**config.mk**
```make
export PLATFORM = sky130hd
export DESIGN_NAME = uart_bus_slave
export DESIGN_NICKNAME = d
export VERILOG_FILES = /design/src/slave_pkg.sv /design/src/frame_decoder.sv /design/src/read_path.sv /design/src/uart_bus_slave.sv /design/src/write_path.sv
export VERILOG_INCLUDE_DIRS = /design/src /design/src/src
export SDC_FILE = /design/constraint.sdc
export NUM_CORES = 1
export LEC_CHECK = 0
export ABC_CLOCK_PERIOD_IN_PS = 2700
export BUFFER_PORTS_ARGS = -buffer_cell sky130_fd_sc_hd__buf_2
export CORE_MARGIN = 4
export CORE_UTILIZATION = 41
export DETAILED_ROUTE_END_ITERATION = 8
export HOLD_SLACK_MARGIN = 0.05
export MAX_ROUTING_LAYER = met4
export PLACE_DENSITY = 0.68
export RECOVER_POWER = 100
export SLEW_MARGIN = 25
export SYNTH_ARGS = -nofsm -noshare
export SYNTH_HDL_FRONTEND = slang
export SYNTH_SLANG_ARGS = --single-unit
```
**constraint.sdc**
```tcl
create_clock -name clk -period 2.7 [get_ports clk]
set_input_delay 0.27 -clock clk [delete_from_list [all_inputs] [get_ports clk]]
set_output_delay 0.27 -clock clk [all_outputs]
set_load 0.05 [all_outputs]
```
**src/slave_cfg.svh**
```systemverilog
`ifndef SLAVE_CFG_SVH
`define SLAVE_CFG_SVH

// width of one transfer word on the master bus and on both links
`define SLV_DATA_WIDTH 32

// slave id field inside a control frame
`define SLV_ID_WIDTH 2

// id this slave answers to unless overridden at the top level
`define SLV_DEFAULT_ID 1

// cycles to wait for a link reply before sending the word again
`define SLV_ACK_TIMEOUT 64

// upper bound on retransmits of one word
`define SLV_RETRANSMITS 5

// leading ones that open every control frame
`define SLV_START_LEN 3

`endif

```
**src/slave_pkg.sv**
```systemverilog
package slave_pkg;

`include "slave_cfg.svh"

    // request towards a uart transmitter, start is a one-cycle strobe
    typedef struct packed {
        logic                       start;
        logic [`SLV_DATA_WIDTH-1:0] data;
    } uart_tx_t;

    // reply from a uart receiver, data is valid only while done is high
    typedef struct packed {
        logic                       done;
        logic [`SLV_DATA_WIDTH-1:0] data;
    } uart_rx_t;

    // decoded transaction, write set means master to link
    typedef struct packed {
        logic strobe;
        logic write;
    } txn_t;

    typedef enum logic [7:0] {
        LINK_ACK = 8'b1100_1100,
        LINK_NAK = 8'b1010_1010
    } link_code_e;

    // upper nibble of the link codes, plus the value before any write
    typedef enum logic [3:0] {
        ST_NONE = 4'b0000,
        ST_ACK  = 4'b1100,
        ST_NAK  = 4'b1010
    } wr_status_e;

    typedef enum logic {DEC_IDLE, DEC_FRAME} decoder_state_e;

    typedef enum logic [2:0] {WR_IDLE, WR_SHIFT, WR_SEND, WR_WAIT_ACK, WR_RETRY} write_state_e;

    typedef enum logic [1:0] {RD_IDLE, RD_WAIT_DATA, RD_SEND_ACK, RD_SHIFT_OUT} read_state_e;

endpackage

```
**src/frame_decoder.sv**
```systemverilog
`timescale 1ns/1ns
`include "slave_cfg.svh"

module frame_decoder
    import slave_pkg::*;
#(
    parameter logic [`SLV_ID_WIDTH-1:0] SLAVE_ID = `SLV_DEFAULT_ID
) (
    input  logic clk,
    input  logic rstN,
    input  logic ctrl,
    input  logic wr_busy,
    input  logic rd_busy,
    output txn_t txn
);
    // frame layout, MSB first: start ones, slave id, read/write
    localparam int FRAME_LEN = `SLV_START_LEN + `SLV_ID_WIDTH + 1;
    localparam int CNT_W     = $clog2(FRAME_LEN + 1);

    decoder_state_e       state;
    logic [FRAME_LEN-2:0] frame_sr;
    logic [FRAME_LEN-1:0] frame_next;
    logic [CNT_W-1:0]     bit_cnt;
    logic                 hold_off;
    logic                 frame_start;
    logic                 start_ok;
    logic                 id_ok;

    // a strobe in flight counts as busy until the path raises its own flag
    assign hold_off    = wr_busy || rd_busy || txn.strobe;
    assign frame_start = (state == DEC_IDLE) && ctrl && !hold_off;

    // last bit is taken straight from ctrl so the check needs no extra cycle
    assign frame_next = {frame_sr, ctrl};
    assign start_ok   = &frame_next[FRAME_LEN-1 -: `SLV_START_LEN];
    assign id_ok      = (frame_next[`SLV_ID_WIDTH:1] == SLAVE_ID);

    always_ff @(posedge clk) begin
        if (frame_start || (state == DEC_FRAME)) begin
            frame_sr <= frame_next[FRAME_LEN-2:0];
        end
    end

    always_ff @(posedge clk or negedge rstN) begin
        if (!rstN) begin
            state   <= DEC_IDLE;
            bit_cnt <= '0;
            txn     <= '0;
        end else begin
            txn.strobe <= 1'b0;
            case (state)
                DEC_IDLE: begin
                    // first cycle with ctrl high carries bit one
                    if (frame_start) begin
                        bit_cnt <= CNT_W'(1);
                        state   <= DEC_FRAME;
                    end
                end
                DEC_FRAME: begin
                    if (bit_cnt == CNT_W'(FRAME_LEN - 1)) begin
                        bit_cnt <= '0;
                        state   <= DEC_IDLE;
                        if (start_ok && id_ok) begin
                            txn.strobe <= 1'b1;
                            txn.write  <= ctrl;
                        end
                    end else begin
                        bit_cnt <= bit_cnt + 1'b1;
                    end
                end
                default: begin
                    state <= DEC_IDLE;
                end
            endcase
        end
    end

endmodule

```
**src/read_path.sv**
```systemverilog
`timescale 1ns/1ns
`include "slave_cfg.svh"

module read_path
    import slave_pkg::*;
(
    input  logic       clk,
    input  logic       rstN,
    input  txn_t       txn,
    input  uart_rx_t   g_rx,
    input  logic       g_tx_ready,
    input  wr_status_e wr_status,
    output uart_tx_t   g_tx,
    output logic       rd_bit,
    output logic       ready,
    output logic       busy
);
    // status nibble goes out ahead of the word
    localparam int OUT_LEN = `SLV_DATA_WIDTH + 4;
    localparam int CNT_W   = $clog2(OUT_LEN);

    read_state_e        state;
    logic [OUT_LEN-1:0] out_sr;
    logic [CNT_W-1:0]   out_cnt;
    logic               ack_fire;
    logic               capture;
    logic               last_bit;

    assign capture  = (state == RD_WAIT_DATA) && g_rx.done;
    assign ack_fire = (state == RD_SEND_ACK) && g_tx_ready;
    assign last_bit = (out_cnt == CNT_W'(OUT_LEN - 1));

    // reply to the sending board is always the ACK code
    assign g_tx.start = ack_fire;
    assign g_tx.data  = `SLV_DATA_WIDTH'(LINK_ACK);
    assign busy       = (state != RD_IDLE);

    always_ff @(posedge clk) begin
        if (capture) begin
            out_sr <= {wr_status, g_rx.data};
        end else if (ack_fire || (state == RD_SHIFT_OUT)) begin
            out_sr <= {out_sr[OUT_LEN-2:0], 1'b0};
        end
    end

    always_ff @(posedge clk or negedge rstN) begin
        if (!rstN) begin
            state   <= RD_IDLE;
            out_cnt <= '0;
            rd_bit  <= 1'b0;
            ready   <= 1'b1;
        end else begin
            case (state)
                RD_IDLE: begin
                    if (txn.strobe && !txn.write) begin
                        ready <= 1'b0;
                        state <= RD_WAIT_DATA;
                    end
                end
                RD_WAIT_DATA: begin
                    if (capture) begin
                        state <= RD_SEND_ACK;
                    end
                end
                RD_SEND_ACK: begin
                    // first bit lines up with ready going high
                    if (ack_fire) begin
                        rd_bit  <= out_sr[OUT_LEN-1];
                        ready   <= 1'b1;
                        out_cnt <= '0;
                        state   <= RD_SHIFT_OUT;
                    end
                end
                RD_SHIFT_OUT: begin
                    if (last_bit) begin
                        rd_bit <= 1'b0;
                        state  <= RD_IDLE;
                    end else begin
                        rd_bit  <= out_sr[OUT_LEN-1];
                        out_cnt <= out_cnt + 1'b1;
                    end
                end
                default: begin
                    state <= RD_IDLE;
                end
            endcase
        end
    end

endmodule

```
**src/uart_bus_slave.sv**
```systemverilog
`timescale 1ns/1ns
`include "slave_cfg.svh"

module uart_bus_slave
    import slave_pkg::*;
#(
    parameter logic [`SLV_ID_WIDTH-1:0] SLAVE_ID = `SLV_DEFAULT_ID
) (
    input  logic     clk,
    input  logic     rstN,
    // master side
    input  logic     ctrl,
    input  logic     wr_bit,
    input  logic     wr_valid,
    output logic     rd_bit,
    output logic     ready,
    // link that supplies read data
    output uart_tx_t g_tx,
    input  logic     g_tx_ready,
    input  uart_rx_t g_rx,
    // link that takes write data
    output uart_tx_t s_tx,
    input  logic     s_tx_ready,
    input  uart_rx_t s_rx
);
    txn_t       txn;
    logic       wr_busy;
    logic       rd_busy;
    wr_status_e wr_status;

    frame_decoder #(
        .SLAVE_ID(SLAVE_ID)
    ) u_frame_decoder (
        .clk    (clk),
        .rstN   (rstN),
        .ctrl   (ctrl),
        .wr_busy(wr_busy),
        .rd_busy(rd_busy),
        .txn    (txn)
    );

    write_path u_write_path (
        .clk       (clk),
        .rstN      (rstN),
        .txn       (txn),
        .wr_bit    (wr_bit),
        .wr_valid  (wr_valid),
        .s_tx_ready(s_tx_ready),
        .s_rx      (s_rx),
        .s_tx      (s_tx),
        .wr_status (wr_status),
        .busy      (wr_busy)
    );

    read_path u_read_path (
        .clk       (clk),
        .rstN      (rstN),
        .txn       (txn),
        .g_rx      (g_rx),
        .g_tx_ready(g_tx_ready),
        .wr_status (wr_status),
        .g_tx      (g_tx),
        .rd_bit    (rd_bit),
        .ready     (ready),
        .busy      (rd_busy)
    );

endmodule

```
**src/write_path.sv**
```systemverilog
`timescale 1ns/1ns
`include "slave_cfg.svh"

module write_path
    import slave_pkg::*;
(
    input  logic       clk,
    input  logic       rstN,
    input  txn_t       txn,
    input  logic       wr_bit,
    input  logic       wr_valid,
    input  logic       s_tx_ready,
    input  uart_rx_t   s_rx,
    output uart_tx_t   s_tx,
    output wr_status_e wr_status,
    output logic       busy
);
    localparam int W     = `SLV_DATA_WIDTH;
    localparam int BIT_W = $clog2(W);
    localparam int TO_W  = $clog2(`SLV_ACK_TIMEOUT + 1);
    localparam int RT_W  = $clog2(`SLV_RETRANSMITS + 1);

    write_state_e     state;
    logic [W-1:0]     word_sr;
    logic [BIT_W-1:0] bit_cnt;
    logic [TO_W-1:0]  to_cnt;
    logic [RT_W-1:0]  retry_cnt;
    logic             shift_en;
    logic             tx_fire;

    assign shift_en = (state == WR_SHIFT) && wr_valid;

    // first send and every retransmit go out as soon as the link is ready
    assign tx_fire = ((state == WR_SEND) || (state == WR_RETRY)) && s_tx_ready;

    // word stays in the shift register, so retransmits reuse it as is
    assign s_tx.start = tx_fire;
    assign s_tx.data  = word_sr;
    assign busy       = (state != WR_IDLE);

    // master word, MSB first
    always_ff @(posedge clk) begin
        if (shift_en) begin
            word_sr <= {word_sr[W-2:0], wr_bit};
        end
    end

    always_ff @(posedge clk or negedge rstN) begin
        if (!rstN) begin
            state     <= WR_IDLE;
            bit_cnt   <= '0;
            to_cnt    <= '0;
            retry_cnt <= '0;
            wr_status <= ST_NONE;
        end else begin
            case (state)
                WR_IDLE: begin
                    if (txn.strobe && txn.write) begin
                        bit_cnt <= '0;
                        state   <= WR_SHIFT;
                    end
                end
                WR_SHIFT: begin
                    if (wr_valid) begin
                        bit_cnt <= bit_cnt + 1'b1;
                        if (bit_cnt == BIT_W'(W - 1)) begin
                            state <= WR_SEND;
                        end
                    end
                end
                WR_SEND: begin
                    if (tx_fire) begin
                        to_cnt    <= '0;
                        retry_cnt <= '0;
                        state     <= WR_WAIT_ACK;
                    end
                end
                WR_WAIT_ACK: begin
                    if (s_rx.done) begin
                        // only the low byte carries the link code
                        if (s_rx.data[7:0] == LINK_ACK) begin
                            wr_status <= ST_ACK;
                        end else begin
                            wr_status <= ST_NAK;
                        end
                        state <= WR_IDLE;
                    end else if (to_cnt == TO_W'(`SLV_ACK_TIMEOUT - 1)) begin
                        if (retry_cnt == RT_W'(`SLV_RETRANSMITS)) begin
                            // out of retries, link never answered
                            wr_status <= ST_NAK;
                            state     <= WR_IDLE;
                        end else begin
                            state <= WR_RETRY;
                        end
                    end else begin
                        to_cnt <= to_cnt + 1'b1;
                    end
                end
                WR_RETRY: begin
                    if (tx_fire) begin
                        to_cnt    <= '0;
                        retry_cnt <= retry_cnt + 1'b1;
                        state     <= WR_WAIT_ACK;
                    end
                end
                default: begin
                    state <= WR_IDLE;
                end
            endcase
        end
    end

endmodule
```
==> impl_metrics.py <==
metrics = {
    "drt": {
        "wirelength_um": 8570,
        "drt_iter0_markers": 123,
        "drc": 0,
        "first_pass_iters": 4,
        "vias": 3001,
        "viasPerCell": 5.04,
        "wl_per_cell_um": 14.4,
        "drtAntennaViolNets": 0,
    },
    "synthesis": {
        "synth_compound_area_frac": 0.0875,
        "synth_mux_area_frac": 0.0994,
        "ys_warn_count": 0,
        "synth_top_family_by_area": "multiplexers",
        "ys_async_sr_fraction": 0.336,
        "synth_xor_area_frac": 0.00353,
        "syn_inst": 365,
        "synth.avg_cell_area_um2": 13.6,
        "synthFlopType": "edfxtp_1",
        "synthAdderAreaFrac": 0.0277,
        "synth-edff-count": 73,
        "yosysUniqueCellTypes": 55,
        "netlist_area_um2": 4960,
        "synth_top_area_frac": 0.442,
        "ys_ff_latch": 110,
        "synth_area_leaders": "edfxtp_1, dfrtp_1, mux2_2",
        "synth.yosys.seq_area_share": 0.629,
        "yosys.area.top_type": "edfxtp_1",
        "synthSimpleGateAreaFrac": 0.0817,
    },
    "outcome": {
        "status": "finished with violations",
        "violations": "max-capacitance violations, max-slew violations",
    },
    "setup_path": {
        "worstPathRequired_ns": 2.43,
        "critical-path-slowest-cell": "dfrtp_1",
        "cp_data_arrival_time_ns": 2.00,
        "cp_cell_sequence": "xnor2_1 -> nor2_1 -> and2_1 -> clkbuf_1",
        "critPathKind": "reg -> out",
        "r2r_start": "u_read_path.state[0]",
        "cp-start-kind": "flip-flop",
        "endpoint_kind": "output port",
        "r2r_slack_ns": 0.56,
        "reg2regPathDepth": 5,
        "critPathLaunch": "u_write_path.state[1]",
        "worst_path_largest_cell_delay_ns": 0.64,
        "cp_max_fo": 16,
    },
    "floorplan": {
        "die_x_um": 118,
        "num_io_pins": 141,
        "die_area_um2": 13900,
        "row_count": 39,
        "die_y_um": 118,
        "fp.coreArea_um2": 11600,
        "start_util": 0.427,
    },
    "global_route": {
        "grt_pass1_vias": 2978,
        "grt_overflow": 0,
        "grt_usage": 0.131,
        "grt_pass1_wl_um": 14500,
        "grt_max_degree": 39,
        "antenna_found_initial": 0,
    },
    "sta": {
        "setup_tns_ns": 0,
        "holdWs_ns": 0.118,
        "finClkSkew_ns": 0.00673,
        "slew_headroom": -0.357,
        "hold_viol": 0,
        "worst_pin_slew_ns": 2.03,
        "setup_viol": 0,
        "slew_violations": 38,
        "rsz0062_at_grt": "false",
        "fmax_mhz": 440,
        "period_minus_slack_ns": 2.27,
        "period_share": 0.842,
    },
    "clock_network": {
        "clkLatencyLatePin_ns": 0.34,
        "cts_tree": "done",
        "cts_root_buffer": "clkbuf_16",
        "clk_pin_slew_ns": 0.07,
        "post_cts_buffers": 0,
        "ctsLongestPathBuffers": 2,
        "clock-sinks": 110,
        "cts_resized": 0,
        "cts_buffers": 9,
        "holdBufCountCts": 0,
        "cts-htree-levels": 3,
    },
    "finish": {
        "regArea_um2": 3120,
        "n_fill_cell": 1047,
        "area_growth_pct": 13.4,
        "multi_input_area_um2": 1600,
        "drive_gt1_frac": 0.235,
        "fin_nets": 531,
        "antenna_cells": 0,
    },
    "pwr": {
        "power_density_nw_per_um2": 1070,
        "p_leak_nw": 2.30,
        "ir_drop_mv": 0.395,
    },
    "placed_design": {
        "hpwl_um": 5930,
        "port_buffers": 84,
        "place_congestion": 0.751,
    },
    "run": {
        "cap_violations": 1,
    },
    "worst_hold_path": {
        "min_path_cells": 1,
        "hold_start": "wr_bit",
        "min_path_type": "in -> reg",
    },
}
==> registers in the layout (all words and copies together), names as in the netlist <==
| name | cells |
|---|---|
| u_frame_decoder.txn | 2 |
| u_write_path.wr_status | 3 |
| u_read_path.out_sr | 36 |
| u_write_path.state | 3 |
| u_write_path.word_sr | 32 |
| u_write_path.retry_cnt | 3 |
| u_read_path.rd_bit | 1 |
| u_frame_decoder.state | 1 |
| u_write_path.to_cnt | 7 |
| u_read_path.out_cnt | 6 |
| u_read_path.state | 2 |
| u_read_path.ready | 1 |
| u_frame_decoder.frame_sr | 5 |
| u_frame_decoder.bit_cnt | 3 |
| u_write_path.bit_cnt | 5 |
==> cells by family (layout without fill, tap and decap cells) <==
logic type	Yosys count	in the layout
DFF	110	110
and+or+nand+nor	77	77
AOI/OAI and AO/OA	61	61
buffers and inverters	58	115
muxes	44	44
adders and majority gates	11	11
other	2	32
xor gates and xnor gates	2	2
==> per-layer routing <==
metal / global-route usage / vias to the layer above / routed length (um)
met4: 0.0484 / 0 / 133
li1: - / 1444 / -
met5: - / - / 0
met2: 0.204 / 68 / 4120
met3: 0.0284 / 9 / 394
met1: 0.169 / 1480 / 3920
==> per-stage QoR <==
stage / power (mW) / util / cells / setup slack, ns / area, um^2
3_3_place_gp: 4.72 / 0.466 / 579 / 0.717 / 5410
2_1_floorplan: 4.40 / - / 395 / 0.00427 / 5070
5_1_grt: 6.38 / 0.484 / 595 / 0.245 / 5620
3_5_place_dp: 4.81 / 0.466 / 579 / 0.628 / 5410
6_report: 6.00 / 0.484 / 595 / 0.427 / 5620
4_1_cts: 6.13 / 0.491 / 595 / 0.585 / 5700
==> placed cells by master, fill, tap and decap left out, types with 4 or more instances in the layout <==
cell type   n
and2_1      4
nand3_1     6
a22o_1     11
nor2_1     15
a31oi_1     4
clkbuf_16   9
edfxtp_1   73
nor2b_1     6
nand2b_1    4
conb_1     32
clkbuf_1   40
mux2_2     37
dfrtp_1    36
o21ai_0    14
buf_2      46
a21oi_1     8
nand2_1    20
and3_1      5
ha_1       11
inv_1      11
mux2i_1     5
==> path summary, 6_finish.rpt <==
path	to
max	s_tx[32]
min	u_write_path.word_sr[0]
min reg2reg	u_write_path.word_sr[14]
max reg2reg	u_read_path.out_sr[29]
max in group asynchronous	u_write_path.bit_cnt[2]
min in group asynchronous	u_frame_decoder.bit_cnt[1]
==> where the power goes <==
part | total [mW] | switching [mW] | internal (mW)
Clock | 1.29 | 0.572 | 0.722
Combinational | 1.80 | 1.14 | 0.663
Sequential | 2.90 | 0.285 | 2.61
==> synth_stat cells, types with 3 or more instances <==
master,n
clkbuf_1,12
mux2_2,38
nand2b_1,4
ha_1,11
nand4_1,3
o21a_1,3
a31oi_1,4
nand3_1,6
a21oi_1,8
and3_1,5
buf_4,34
nand2_1,20
inv_1,11
a22o_1,11
nor2_1,15
dfrtp_1,36
o21ai_0,13
edfxtp_1,73
and2_1,4
nor2b_1,6
a21o_1,3
mux2i_1,5
==> worst max-delay path, delay by kind of cell (launching register included) <==
kind	cells	cell delay (ns)
XOR/XNOR	1	0.18
AND/OR/NAND/NOR	2	0.38
flip-flops	1	0.64
buffers and inverters	1	0.46
==> area by class of cell <==
class,count,share of cell area
sequential,110,0.555
multi-input combinational,227,0.285
timing repair buffer,87,0.0690
clock buffer,11,0.0414
tap,143,0.0318
clock inverter,5,0.0107
inverter,12,0.00801
Note: power is estimated with default switching activity, not from simulation.
